<file path="src/source/lidar_pkg.sv">
`default_nettype none

package lidar_pkg;

  // time-of-flight count from the TDC result register
  typedef logic [23:0] tdc_result_t;

  // per-shot tag, wraps at 256
  typedef logic [7:0] shot_seq_t;

  // one full SPI transfer, opcode in the top byte
  typedef logic [31:0] spi_word_t;

  // tdc read command, first byte on mosi
  localparam logic [7:0] TDC_READ_OP = 8'h90;

  // bytes per uart frame, one per byte of a fifo entry
  localparam int FRAME_BYTES = 4;

  // producer view: seq on top, result below
  typedef struct packed {
    shot_seq_t   seq;
    tdc_result_t result;
  } sample_fields_t;

  // same 32 bits, seen as fields or as bytes
  // byte 3 is the seq byte and goes out first
  typedef union packed {
    sample_fields_t                 f;
    logic [FRAME_BYTES-1:0][7:0] b;
  } sample_entry_t;

endpackage

`default_nettype wire

</file>
<file path="src/source/lidar_top.sv">
`default_nettype none

module lidar_top #(
  // about 14 kHz shots at 50 MHz
  parameter int SHOT_PERIOD = 3571,
  // sck half period in clk cycles
  parameter int SPI_DIV     = 4,
  // roughly 4 Mbaud
  parameter int BAUD_DIV    = 12,
  // 64 entries
  parameter int FIFO_AW     = 6
) (
  input  wire  clk,
  input  wire  rst_n,
  input  wire  pause,
  input  wire  tdc_intb,
  input  wire  tdc_dout,
  output logic tdc_start_signal,
  output logic tdc_cs,
  output logic tdc_sck,
  output logic tdc_mosi,
  output logic serial_out
);

  // control to spi
  logic                     spi_start;
  logic                     spi_done;
  lidar_pkg::spi_word_t     spi_wdata;
  lidar_pkg::spi_word_t     spi_rdata;
  // control to fifo
  logic                     wr_en;
  lidar_pkg::sample_entry_t wr_entry;
  // fifo to uart
  logic                     rd_en;
  logic                     rd_valid;
  lidar_pkg::sample_entry_t rd_entry;
  // uart back to control
  logic                     credit_return;

  tdc_control #(
    .SHOT_PERIOD(SHOT_PERIOD),
    .FIFO_AW(FIFO_AW)
  ) tdc_control (
    .clk(clk),
    .rst_n(rst_n),
    .pause(pause),
    .tdc_intb(tdc_intb),
    .spi_done(spi_done),
    .spi_rdata(spi_rdata),
    .credit_return(credit_return),
    .tdc_start_signal(tdc_start_signal),
    .spi_start(spi_start),
    .spi_wdata(spi_wdata),
    .wr_en(wr_en),
    .wr_entry(wr_entry)
  );

  tdc_spi_master #(
    .SPI_DIV(SPI_DIV)
  ) tdc_spi_master (
    .clk(clk),
    .rst_n(rst_n),
    .spi_start(spi_start),
    .spi_wdata(spi_wdata),
    .tdc_dout(tdc_dout),
    .tdc_cs(tdc_cs),
    .tdc_sck(tdc_sck),
    .tdc_mosi(tdc_mosi),
    .spi_done(spi_done),
    .spi_rdata(spi_rdata)
  );

  sample_fifo #(
    .FIFO_AW(FIFO_AW)
  ) sample_fifo (
    .clk(clk),
    .rst_n(rst_n),
    .wr_en(wr_en),
    .wr_entry(wr_entry),
    .rd_en(rd_en),
    .rd_valid(rd_valid),
    .rd_entry(rd_entry)
  );

  uart_packer #(
    .BAUD_DIV(BAUD_DIV)
  ) uart_packer (
    .clk(clk),
    .rst_n(rst_n),
    .rd_valid(rd_valid),
    .rd_entry(rd_entry),
    .rd_en(rd_en),
    .credit_return(credit_return),
    .serial_out(serial_out)
  );

endmodule

`default_nettype wire

</file>
<file path="src/source/sample_fifo.sv">
`default_nettype none

module sample_fifo #(
  parameter int FIFO_AW = 6
) (
  input  wire                          clk,
  input  wire                          rst_n,
  input  wire                          wr_en,
  input  wire lidar_pkg::sample_entry_t wr_entry,
  input  wire                          rd_en,
  output logic                         rd_valid,
  output lidar_pkg::sample_entry_t     rd_entry
);

  localparam int DEPTH = 2 ** FIFO_AW;

  lidar_pkg::sample_entry_t mem [DEPTH];
  // extra msb tells full from empty
  logic [FIFO_AW:0]         wr_ptr;
  logic [FIFO_AW:0]         rd_ptr;

  // not empty
  assign rd_valid = (wr_ptr != rd_ptr);
  // fall-through, head entry always visible
  assign rd_entry = mem[rd_ptr[FIFO_AW-1:0]];

  // no full check here, writer is credit limited
  always_ff @(posedge clk or negedge rst_n) begin
    if (!rst_n) begin
      wr_ptr <= '0;
      rd_ptr <= '0;
    end else begin
      if (wr_en) begin
        wr_ptr <= wr_ptr + 1'b1;
      end
      if (rd_en && rd_valid) begin
        rd_ptr <= rd_ptr + 1'b1;
      end
    end
  end

  // storage
  always_ff @(posedge clk) begin
    if (wr_en) begin
      mem[wr_ptr[FIFO_AW-1:0]] <= wr_entry;
    end
  end

endmodule

`default_nettype wire

</file>
<file path="src/source/tdc_control.sv">
`default_nettype none

module tdc_control #(
  parameter int SHOT_PERIOD = 3571,
  parameter int FIFO_AW     = 6
) (
  input  wire                      clk,
  input  wire                      rst_n,
  input  wire                      pause,
  input  wire                      tdc_intb,
  input  wire                      spi_done,
  input  wire lidar_pkg::spi_word_t spi_rdata,
  input  wire                      credit_return,
  output logic                     tdc_start_signal,
  output logic                     spi_start,
  output lidar_pkg::spi_word_t     spi_wdata,
  output logic                     wr_en,
  output lidar_pkg::sample_entry_t wr_entry
);

  localparam int SW = (SHOT_PERIOD > 1) ? $clog2(SHOT_PERIOD) : 1;
  // credits run 0 to depth and need one bit more than the address
  localparam int CW = FIFO_AW + 1;
  localparam logic [CW-1:0] DEPTH = CW'(2 ** FIFO_AW);

  // fsm states
  localparam logic [1:0] ST_TIMING   = 2'd0;
  localparam logic [1:0] ST_FIRE     = 2'd1;
  localparam logic [1:0] ST_WAIT_INT = 2'd2;
  localparam logic [1:0] ST_READ     = 2'd3;

  logic [1:0]           state;
  logic [SW-1:0]        shot_cnt;
  logic                 shot_due;
  logic                 can_fire;
  lidar_pkg::shot_seq_t seq;
  logic [CW-1:0]        credits;
  // intb comes from the tdc clock domain
  logic [1:0]           intb_sync;

  // read opcode with don't-care low bits
  assign spi_wdata = {lidar_pkg::TDC_READ_OP, 24'd0};

  assign shot_due = (shot_cnt == SW'(SHOT_PERIOD - 1));
  // a write in flight still owns the last credit
  assign can_fire = (credits != '0) && !wr_en;

  always_ff @(posedge clk or negedge rst_n) begin
    if (!rst_n) begin
      state            <= ST_TIMING;
      shot_cnt         <= '0;
      seq              <= '0;
      intb_sync        <= 2'b11;
      tdc_start_signal <= 1'b0;
      spi_start        <= 1'b0;
      wr_en            <= 1'b0;
    end else begin
      intb_sync        <= {intb_sync[0], tdc_intb};
      // single-cycle pulses by default
      tdc_start_signal <= 1'b0;
      spi_start        <= 1'b0;
      wr_en            <= 1'b0;
      // shot timer runs through the read and freezes while paused
      if (!pause && !shot_due) begin
        shot_cnt <= shot_cnt + 1'b1;
      end
      case (state)
        ST_TIMING: begin
          // held at expiry until a credit comes back
          if (!pause && shot_due && can_fire) begin
            shot_cnt         <= '0;
            tdc_start_signal <= 1'b1;
            state            <= ST_FIRE;
          end
        end
        // start pulse is high in this state only
        ST_FIRE: state <= ST_WAIT_INT;
        ST_WAIT_INT: begin
          // intb low means result ready
          if (!intb_sync[1]) begin
            spi_start <= 1'b1;
            state     <= ST_READ;
          end
        end
        ST_READ: begin
          if (spi_done) begin
            wr_en <= 1'b1;
            seq   <= seq + 1'b1;
            state <= ST_TIMING;
          end
        end
        default: state <= ST_TIMING;
      endcase
    end
  end

  // entry built from current seq and low 24 result bits
  always_ff @(posedge clk) begin
    if (state == ST_READ && spi_done) begin
      wr_entry.f.seq    <= seq;
      wr_entry.f.result <= spi_rdata[23:0];
    end
  end

  // a write takes a credit and a pop gives one back
  always_ff @(posedge clk or negedge rst_n) begin
    if (!rst_n) begin
      credits <= DEPTH;
    end else begin
      case ({wr_en, credit_return})
        2'b10:   credits <= credits - 1'b1;
        2'b01:   credits <= credits + 1'b1;
        default: credits <= credits;
      endcase
    end
  end

endmodule

`default_nettype wire

</file>
<file path="src/source/tdc_spi_master.sv">
`default_nettype none

module tdc_spi_master #(
  parameter int SPI_DIV = 4
) (
  input  wire                   clk,
  input  wire                   rst_n,
  input  wire                   spi_start,
  input  wire lidar_pkg::spi_word_t spi_wdata,
  input  wire                   tdc_dout,
  output logic                  tdc_cs,
  output logic                  tdc_sck,
  output logic                  tdc_mosi,
  output logic                  spi_done,
  output lidar_pkg::spi_word_t  spi_rdata
);

  // divider width, at least one bit
  localparam int DW = (SPI_DIV > 1) ? $clog2(SPI_DIV) : 1;

  logic [DW-1:0]        div_cnt;
  // 64 half periods per 32-bit transfer
  logic [5:0]           half_cnt;
  logic                 half_tick;
  lidar_pkg::spi_word_t tx_sr;
  lidar_pkg::spi_word_t rx_sr;

  assign half_tick = (div_cnt == DW'(SPI_DIV - 1));

  // msb first, bit 31 always on the wire
  assign tdc_mosi  = tx_sr[31];
  // last 32 sampled bits, stable after done
  assign spi_rdata = rx_sr;

  // cs low doubles as the busy flag
  always_ff @(posedge clk or negedge rst_n) begin
    if (!rst_n) begin
      tdc_cs   <= 1'b1;
      tdc_sck  <= 1'b0;
      spi_done <= 1'b0;
      div_cnt  <= '0;
      half_cnt <= '0;
    end else begin
      spi_done <= 1'b0;
      if (tdc_cs) begin
        if (spi_start) begin
          tdc_cs   <= 1'b0;
          div_cnt  <= '0;
          half_cnt <= '0;
        end
      end else if (half_tick) begin
        div_cnt  <= '0;
        half_cnt <= half_cnt + 1'b1;
        tdc_sck  <= ~tdc_sck;
        // last falling edge, release cs with it
        if (half_cnt == 6'd63) begin
          tdc_cs   <= 1'b1;
          spi_done <= 1'b1;
        end
      end else begin
        div_cnt <= div_cnt + 1'b1;
      end
    end
  end

  // shift registers
  always_ff @(posedge clk) begin
    if (tdc_cs && spi_start) begin
      tx_sr <= spi_wdata;
    end else if (!tdc_cs && half_tick) begin
      if (tdc_sck) begin
        // falling sck, next mosi bit
        tx_sr <= {tx_sr[30:0], 1'b0};
      end else begin
        // rising sck, sample miso
        rx_sr <= {rx_sr[30:0], tdc_dout};
      end
    end
  end

endmodule

`default_nettype wire

</file>
<file path="src/source/uart_packer.sv">
`default_nettype none

module uart_packer #(
  parameter int BAUD_DIV = 12
) (
  input  wire                          clk,
  input  wire                          rst_n,
  input  wire                          rd_valid,
  input  wire lidar_pkg::sample_entry_t rd_entry,
  output logic                         rd_en,
  output logic                         credit_return,
  output logic                         serial_out
);

  localparam int BW = (BAUD_DIV > 1) ? $clog2(BAUD_DIV) : 1;
  localparam int IW = $clog2(lidar_pkg::FRAME_BYTES);

  logic                     busy;
  logic                     baud_tick;
  logic [BW-1:0]            baud_cnt;
  // 0 start, 1..8 data, 9 stop
  logic [3:0]               bit_cnt;
  logic [IW-1:0]            byte_idx;
  logic [IW-1:0]            next_idx;
  // stop, data, start; lsb on the line
  logic [9:0]               tx_sr;
  lidar_pkg::sample_entry_t frame;

  // pop only between frames
  assign rd_en         = rd_valid && !busy;
  // each pop frees one fifo slot
  assign credit_return = rd_en;

  assign baud_tick  = (baud_cnt == BW'(BAUD_DIV - 1));
  assign next_idx   = byte_idx - 1'b1;
  assign serial_out = tx_sr[0];

  always_ff @(posedge clk or negedge rst_n) begin
    if (!rst_n) begin
      busy     <= 1'b0;
      baud_cnt <= '0;
      bit_cnt  <= '0;
      byte_idx <= '0;
      // line idles high
      tx_sr    <= '1;
    end else if (rd_en) begin
      // seq byte first
      busy     <= 1'b1;
      baud_cnt <= '0;
      bit_cnt  <= '0;
      byte_idx <= IW'(lidar_pkg::FRAME_BYTES - 1);
      tx_sr    <= {1'b1, rd_entry.b[lidar_pkg::FRAME_BYTES-1], 1'b0};
    end else if (busy) begin
      if (!baud_tick) begin
        baud_cnt <= baud_cnt + 1'b1;
      end else begin
        baud_cnt <= '0;
        if (bit_cnt != 4'd9) begin
          bit_cnt <= bit_cnt + 1'b1;
          // ones shifted in, so the line is high after stop
          tx_sr   <= {1'b1, tx_sr[9:1]};
        end else begin
          bit_cnt <= '0;
          if (byte_idx == '0) begin
            busy <= 1'b0;
          end else begin
            // next char right after the stop bit
            byte_idx <= next_idx;
            tx_sr    <= {1'b1, frame.b[next_idx], 1'b0};
          end
        end
      end
    end
  end

  // popped entry, held for the lower bytes
  always_ff @(posedge clk) begin
    if (rd_en) begin
      frame <= rd_entry;
    end
  end

endmodule

`default_nettype wire

</file>
<file path="config.mk">
export PLATFORM = sky130hd
export DESIGN_NAME = lidar_top
export DESIGN_NICKNAME = d
export VERILOG_FILES = /design/src/source/lidar_pkg.sv /design/src/source/lidar_top.sv /design/src/source/sample_fifo.sv /design/src/source/tdc_control.sv /design/src/source/tdc_spi_master.sv /design/src/source/uart_packer.sv
export SDC_FILE = /design/constraint.sdc
export NUM_CORES = 2
export LEC_CHECK = 0
export BUFFER_PORTS_ARGS = -buffer_cell sky130_fd_sc_hd__buf_2
export CAP_MARGIN = 0
export CORE_UTILIZATION = 66
export CTS_CLUSTER_SIZE = 28
export DETAILED_ROUTE_END_ITERATION = 6
export PLACE_DENSITY = 0.83
export SLEW_MARGIN = 20
export SYNTH_ARGS = -nofsm -noshare
export SYNTH_HDL_FRONTEND = slang
export SYNTH_HIERARCHICAL = 1
export SYNTH_SLANG_ARGS = --single-unit
</file>
<file path="constraint.sdc">
create_clock -name clk -period 9.3 [get_ports clk]
set_clock_uncertainty 0.2 [all_clocks]
set_input_delay 0.93 -clock clk [delete_from_list [all_inputs] [get_ports clk]]
set_output_delay 0.93 -clock clk [all_outputs]
set_load 0.01 [all_outputs]
</file>
# Word-level counts from Yosys, hierarchy flattened
# Memories as Yosys holds them, arrays and structs flattened.
# Index checks and enable logic that the tools add are counted.
dict set report op_classes {
  add_sub_neg 11
  magnitude_cmp 1
  n_eq_ne 18
  mux 51
  n_bitwise 3
  n_reduce_logical 30
}
# operator count
set ops {}
lappend ops {{$mux W10} 5}
lappend ops {{$mux W12} 3}
lappend ops {{$mux W4} 7}
lappend ops {{$mux W2} 11}
lappend ops {{$add A7 B1 Y7 const B} 3}
lappend ops {{$mux W1} 18}
lappend ops {{$mux W6} 3}
lappend ops {{$bmux W8 S2} 1}
lappend ops {{$pmux W7 S2} 1}
lappend ops {{$add A12 B1 Y12 const B} 1}
lappend ops {{$eq A12 B12 Y1 const B} 1}
lappend ops {{$reduce_and A2 Y1} 5}
lappend ops {{$logic_and A1 B1 Y1} 9}
lappend ops {{$reduce_and A3 Y1} 3}
lappend ops {{$add A4 B1 Y4 const B} 2}
lappend ops {{$add A8 B1 Y8 const B} 1}
lappend ops {{$eq A2 B2 Y1 const B} 4}
lappend ops {{$mux W8} 1}
lappend ops {{$ne A2 B2 Y1 const B} 4}
lappend ops {{$pmux W2 S4} 1}
lappend ops {{$reduce_bool A2 Y1} 4}
lappend ops {{$ne A7 B7 Y1} 1}
lappend ops {{$reduce_bool A7 Y1} 1}
lappend ops {{$sub A7 B1 Y7 const B} 1}
lappend ops {{14 further kinds} 23}
dict set report word_totals {
  reg_bits 172
  ram_bits 2048
  out_inout_bits 5
  word_cells 139
  mem_count 1
}
# name words word_bits rd rd_ports_with_merged_regs wr line
set mem_list {}
lappend mem_list {sample_fifo.mem 64 32 1 0 1 sample_fifo.sv:17} ;# lidar_pkg::sample_entry_t mem [DEPTH];

# Logic depth before layout (Yosys ltp)
dict set report logic_depth {
  depth_word 8
  mapped_depth 18
  ltp_nobuf 13
}

# By module
# Netlist, hierarchy kept.
# mod instances cells_per_inst area_each_um2 seq_area_each_um2
set by_module_without_submodules {}
lappend by_module_without_submodules {sample_fifo 1 3330 78785.6 61849.3}
lappend by_module_without_submodules {tdc_control 1 230 3006.6 1815.5}
lappend by_module_without_submodules {tdc_spi_master 1 149 2932.8 2198.4}
lappend by_module_without_submodules {uart_packer 1 145 2219.6 1472.7}

# Least setup slack after synthesis
# Ideal clock, no wire load.
dict set report synth_path {
  path_type {register to register}
  from {reg sample_fifo.rd_ptr[0]}
  to {reg tdc_control.credits[6]}
  arrival_time_ns 3.705
  required_time_ns 9.025
  path_slack_ns 5.319
  path_stages_with_launch 18
  n_path_buf 5
  synth_period_minus_slack_ns 3.981
  cell_sequence {dfrtp_1 buf_6 buf_6 buf_6 buf_4 xor2_1 nor2_1 nand3_1 nand2b_1 inv_1 buf_2 ha_1 inv_1 fa_1 a211oi_1 nor4_1 nor4_1 xnor2_1}
}
dict set report synth_via {
  elab_chain_cells 4
  elab_cells_between_ends 6
}
# element line
set synth_rtl {}
lappend synth_rtl {{start, declared} sample_fifo.sv:20} ;# logic [FIFO_AW:0] rd_ptr;
lappend synth_rtl {{start signal, assigned} sample_fifo.sv:37} ;# rd_ptr <= rd_ptr + 1'b1;
lappend synth_rtl {{$ne A7 B7 Y1 *} sample_fifo.sv:23} ;# assign rd_valid = (wr_ptr != rd_ptr);
lappend synth_rtl {{via rd_valid} lidar_top.sv:35} ;# logic rd_valid;
lappend synth_rtl {{$logic_and A1 B1 Y1 *} uart_packer.sv:30} ;# assign rd_en = rd_valid && !busy;
lappend synth_rtl {{via credit_return} lidar_top.sv:38} ;# logic credit_return;
lappend synth_rtl {{$eq A2 B1 Y1 / $eq A2 B2 Y1 (equally long branches)} tdc_control.sv:110} ;# case ({wr_en, credit_return})
lappend synth_rtl {{$pmux W7 S2 / $reduce_bool A2 Y1 (equally long branches)} -}
lappend synth_rtl {{end signal, assigned} tdc_control.sv:111} ;# 2'b10: credits <= credits - 1'b1;
lappend synth_rtl {{end signal, assigned} tdc_control.sv:112} ;# 2'b01: credits <= credits + 1'b1;
lappend synth_rtl {{end signal, assigned} tdc_control.sv:113} ;# default: credits <= credits;
lappend synth_rtl {{end, declared} tdc_control.sv:37} ;# logic [CW-1:0] credits;
# The timed path passes the listed nets; every way through them passes the cells marked *.
# A chain may end at the register's enable or synchronous reset.

==> summary.md <==
| Metric | Value |
|---|---|
| Final worst-path cycle share | 54.6% |
| Max VDD drop | 0.235 mV |
| Worst Path Max Fanout | 49 |
| Max capacitance violation total | 0 |
| Row Count | 132 |
| Setup TNS | 0 ns |
| Final non-filler cell total | 5912 |
| Critical Path Start Type | register |
| Ys Warns | 6 |
| Fin. max-slew vios | 0 |
| Share of cells above drive strength 1 | 28.3% |
| Top-level I/O count | 10 |
| CTS max path bufs | 3 |
| CTS tree | yes |
| Clk pwr share | 42.4% |
| Drt wl/cell | 38.5 um |
| Clock latency at the later pin of the worst-skew pair | 0.83 ns |
| Routed wl met3 | 31.8 mm |
| Comb power frac | 0.6% |
| Worst Path Required | 9.84 ns |
| Max Clk Rate | 0.197 GHz |
| Sequential share of power | 57.0% |
| Sw Pwr | 3.80 mW |
| Worst slew pin tran | 1.19 ns |
| Bufs and invs on worst path | 2 |
| Cells after DPL | 5524 |
| Vias | 43200 |
| Status | complete, but fails checks |
| Crit path max-delay cell type | dfrtp_4 |
| DRT antenna net count | 0 |
| Final total power | 19.3 mW |
| Pin count of the biggest net entering global routing | 149 |
| Die X-Extent | 364 um |
| Syn_area_per_cell | 22.5 um^2 |
| Final hold violations | 0 |
| TritonCTS Sinks | 2247 |
| Initial antenna violation count | 12 |
| Die extent in y | 364 um |
| Layout overhead on the synthesized area | 10.5% |
| LEAKAGE | 27.3 nW |
| Top cell family by delay on the critical path | buffers and inverters |
| DRC viols | 4 |
| Failing checks | design-rule violations |
| GPL Wtd Cong | 0.940 |
| Overall routing resource usage | 35.3% |
| Cell-internal power | 15.5 mW |
| WL final | 228 mm |
| Port bufs | 9 |
| Rel. slew slack | 20.6% |
| Synth Instances | 3846 |
| NumNets Final | 4022 |
| DRT met1 WL | 73.3 mm |
| Cell Pwr Density | 201 mW/mm^2 |
| Total CTS buffers | 206 |
| Met2 Routed Length | 109 mm |
| Register clock-pin slew on the reported worst setup and hold paths | 0.06 ns |
| Worst path max stage delay | 1.12 ns |
| Top Metal Used | met5 |
| Setup violators final | 0 |
| Fillers | 6574 |
| Initial cell density of the core | 66.7% |
| Crit Path Class | register to register |
| Vias in the first global route | 44400 |
| Arr. time, crit path | 5.62 ns |
| Drt first pass iters | 7 |
| Hold Worst Slack | 0.0874 ns |
| DR vias/cell | 7.31 |
| Critical Path, Cell by Cell | buf_4, buf_4, mux4_2, mux4_2, o22ai_1, nor2_1, a222oi_1, nand2_1 |
| Unrepaired setup endpoints after global routing | false |
| Die area | 0.133 mm^2 |
| First-pass GRT wire length | 321 mm |
| Clock root cell | clkbuf_16 |
| Post-route minimum period | 5.07 ns |
| Post-CTS Setup Inserts | 0 |
| H-tree level count | 4 |
| Core ar. | 0.130 mm^2 |
| Initial DRC count | 7752 |
| Grt total ovfl | 0 |
| Critical Path Sink Type | register |
| Sw Ratio | 19.7% |
| Worst hold-check path type | input port to register |
| DP HPWL | 110 mm |
| Post-synth design cell area | 0.0867 mm^2 |
-- sequential cells by signal, indices dropped and copies added, names as in the netlist, 7 cells and up --
register and flops:
sample_fifo/wr_ptr 7, sample_fifo/mem 2048, tdc_control/wr_entry 32, tdc_control/credits 7
sample_fifo/rd_ptr 7, tdc_control/seq 8, uart_packer/frame 32, tdc_control/shot_cnt 12
uart_packer/tx_sr 9, tdc_spi_master/tx_sr 32, tdc_spi_master/spi_rdata 24
-- final timing paths --
path | from | end | slack [ns] | cells after the start
min in group asynchronous | rst_n | tdc_spi_master/half_cnt[2]$_DFFE_PN0P_ | 0.35 | 2
worst min register to register | tdc_control/intb_sync[0]$_DFF_PN1_ | tdc_control/intb_sync[1]$_DFF_PN1_ | 0.16 | 0
max in group asynchronous | rst_n | sample_fifo/rd_ptr[2]$_DFFE_PN0P_ | 7.32 | 3
worst max register to register | sample_fifo/rd_ptr[0]$_DFFE_PN0P_ | uart_packer/tx_sr[1]$_DFFE_PN1P_ | 4.23 | 8
worst min-delay path | tdc_dout | tdc_spi_master/spi_rdata[0]$_DFFE_PP_ | 0.09 | 1
worst max-delay path | sample_fifo/rd_ptr[0]$_DFFE_PN0P_ | uart_packer/tx_sr[1]$_DFFE_PN1P_ | 4.23 | 8
-- repair_timing --
item / 4_1_cts / 5_1_grt
endpoints found under the hold margin: 24 / 0
hold buffers: 2 / 0
resized for setup: 0 / 0
-- placed cells by master, fill, tap and decap left out, types with 45 or more instances in the layout --
master,count
clkinv_1,62
mux2_2,57
mux4_2,560
edfxtp_1,2168
buf_4,131
mux2i_1,59
nand2_1,63
clkbuf_1,45
nor2_1,51
clkbuf_16,209
dfrtp_1,62
nor2_4,62
o22ai_1,62
-- metal layers --
metal	global-route usage, %	up-vias
li1	-	16400
met1	45.3	22200
met2	55.4	3810
met3	10.6	742
met4	18.1	12
met5	0	-
-- stage by stage --
step	area (um^2)	setup slack (ns)	util (%)
4_1_cts	95700	4.20	73.7
3_3_place_gp	89300	4.37	68.7
2_1_floorplan	86800	5.32	-
5_1_grt	95800	3.92	73.7
6_report	95800	4.23	73.7
3_5_place_dp	89300	4.30	68.7
-- power groups by stage --
stage / clock (mW) / combinational (mW) / sequential [mW]
after detailed placement: 0 / 0.0969 / 11.2
after CTS: 8.21 / 0.106 / 11.0
after floorplan: 0 / 0.0861 / 11.2
after global routing: 8.57 / 0.119 / 11.0
after global placement: 0 / 0.0927 / 11.2
final: 8.17 / 0.107 / 11.0
-- final cells by class --
cell class	instances	area [um^2]	area share [%]
clock inverter	126	972	1.01
tap	1742	2180	2.27
timing repair buffer	147	1150	1.20
antenna	2	5.00	0.00522
clock buffer	255	5410	5.65
sequential	2247	67100	70.0
inverter	21	78.8	0.0823
multi-input combinational	1372	18900	19.7
(Power assumes the default switching activity.)
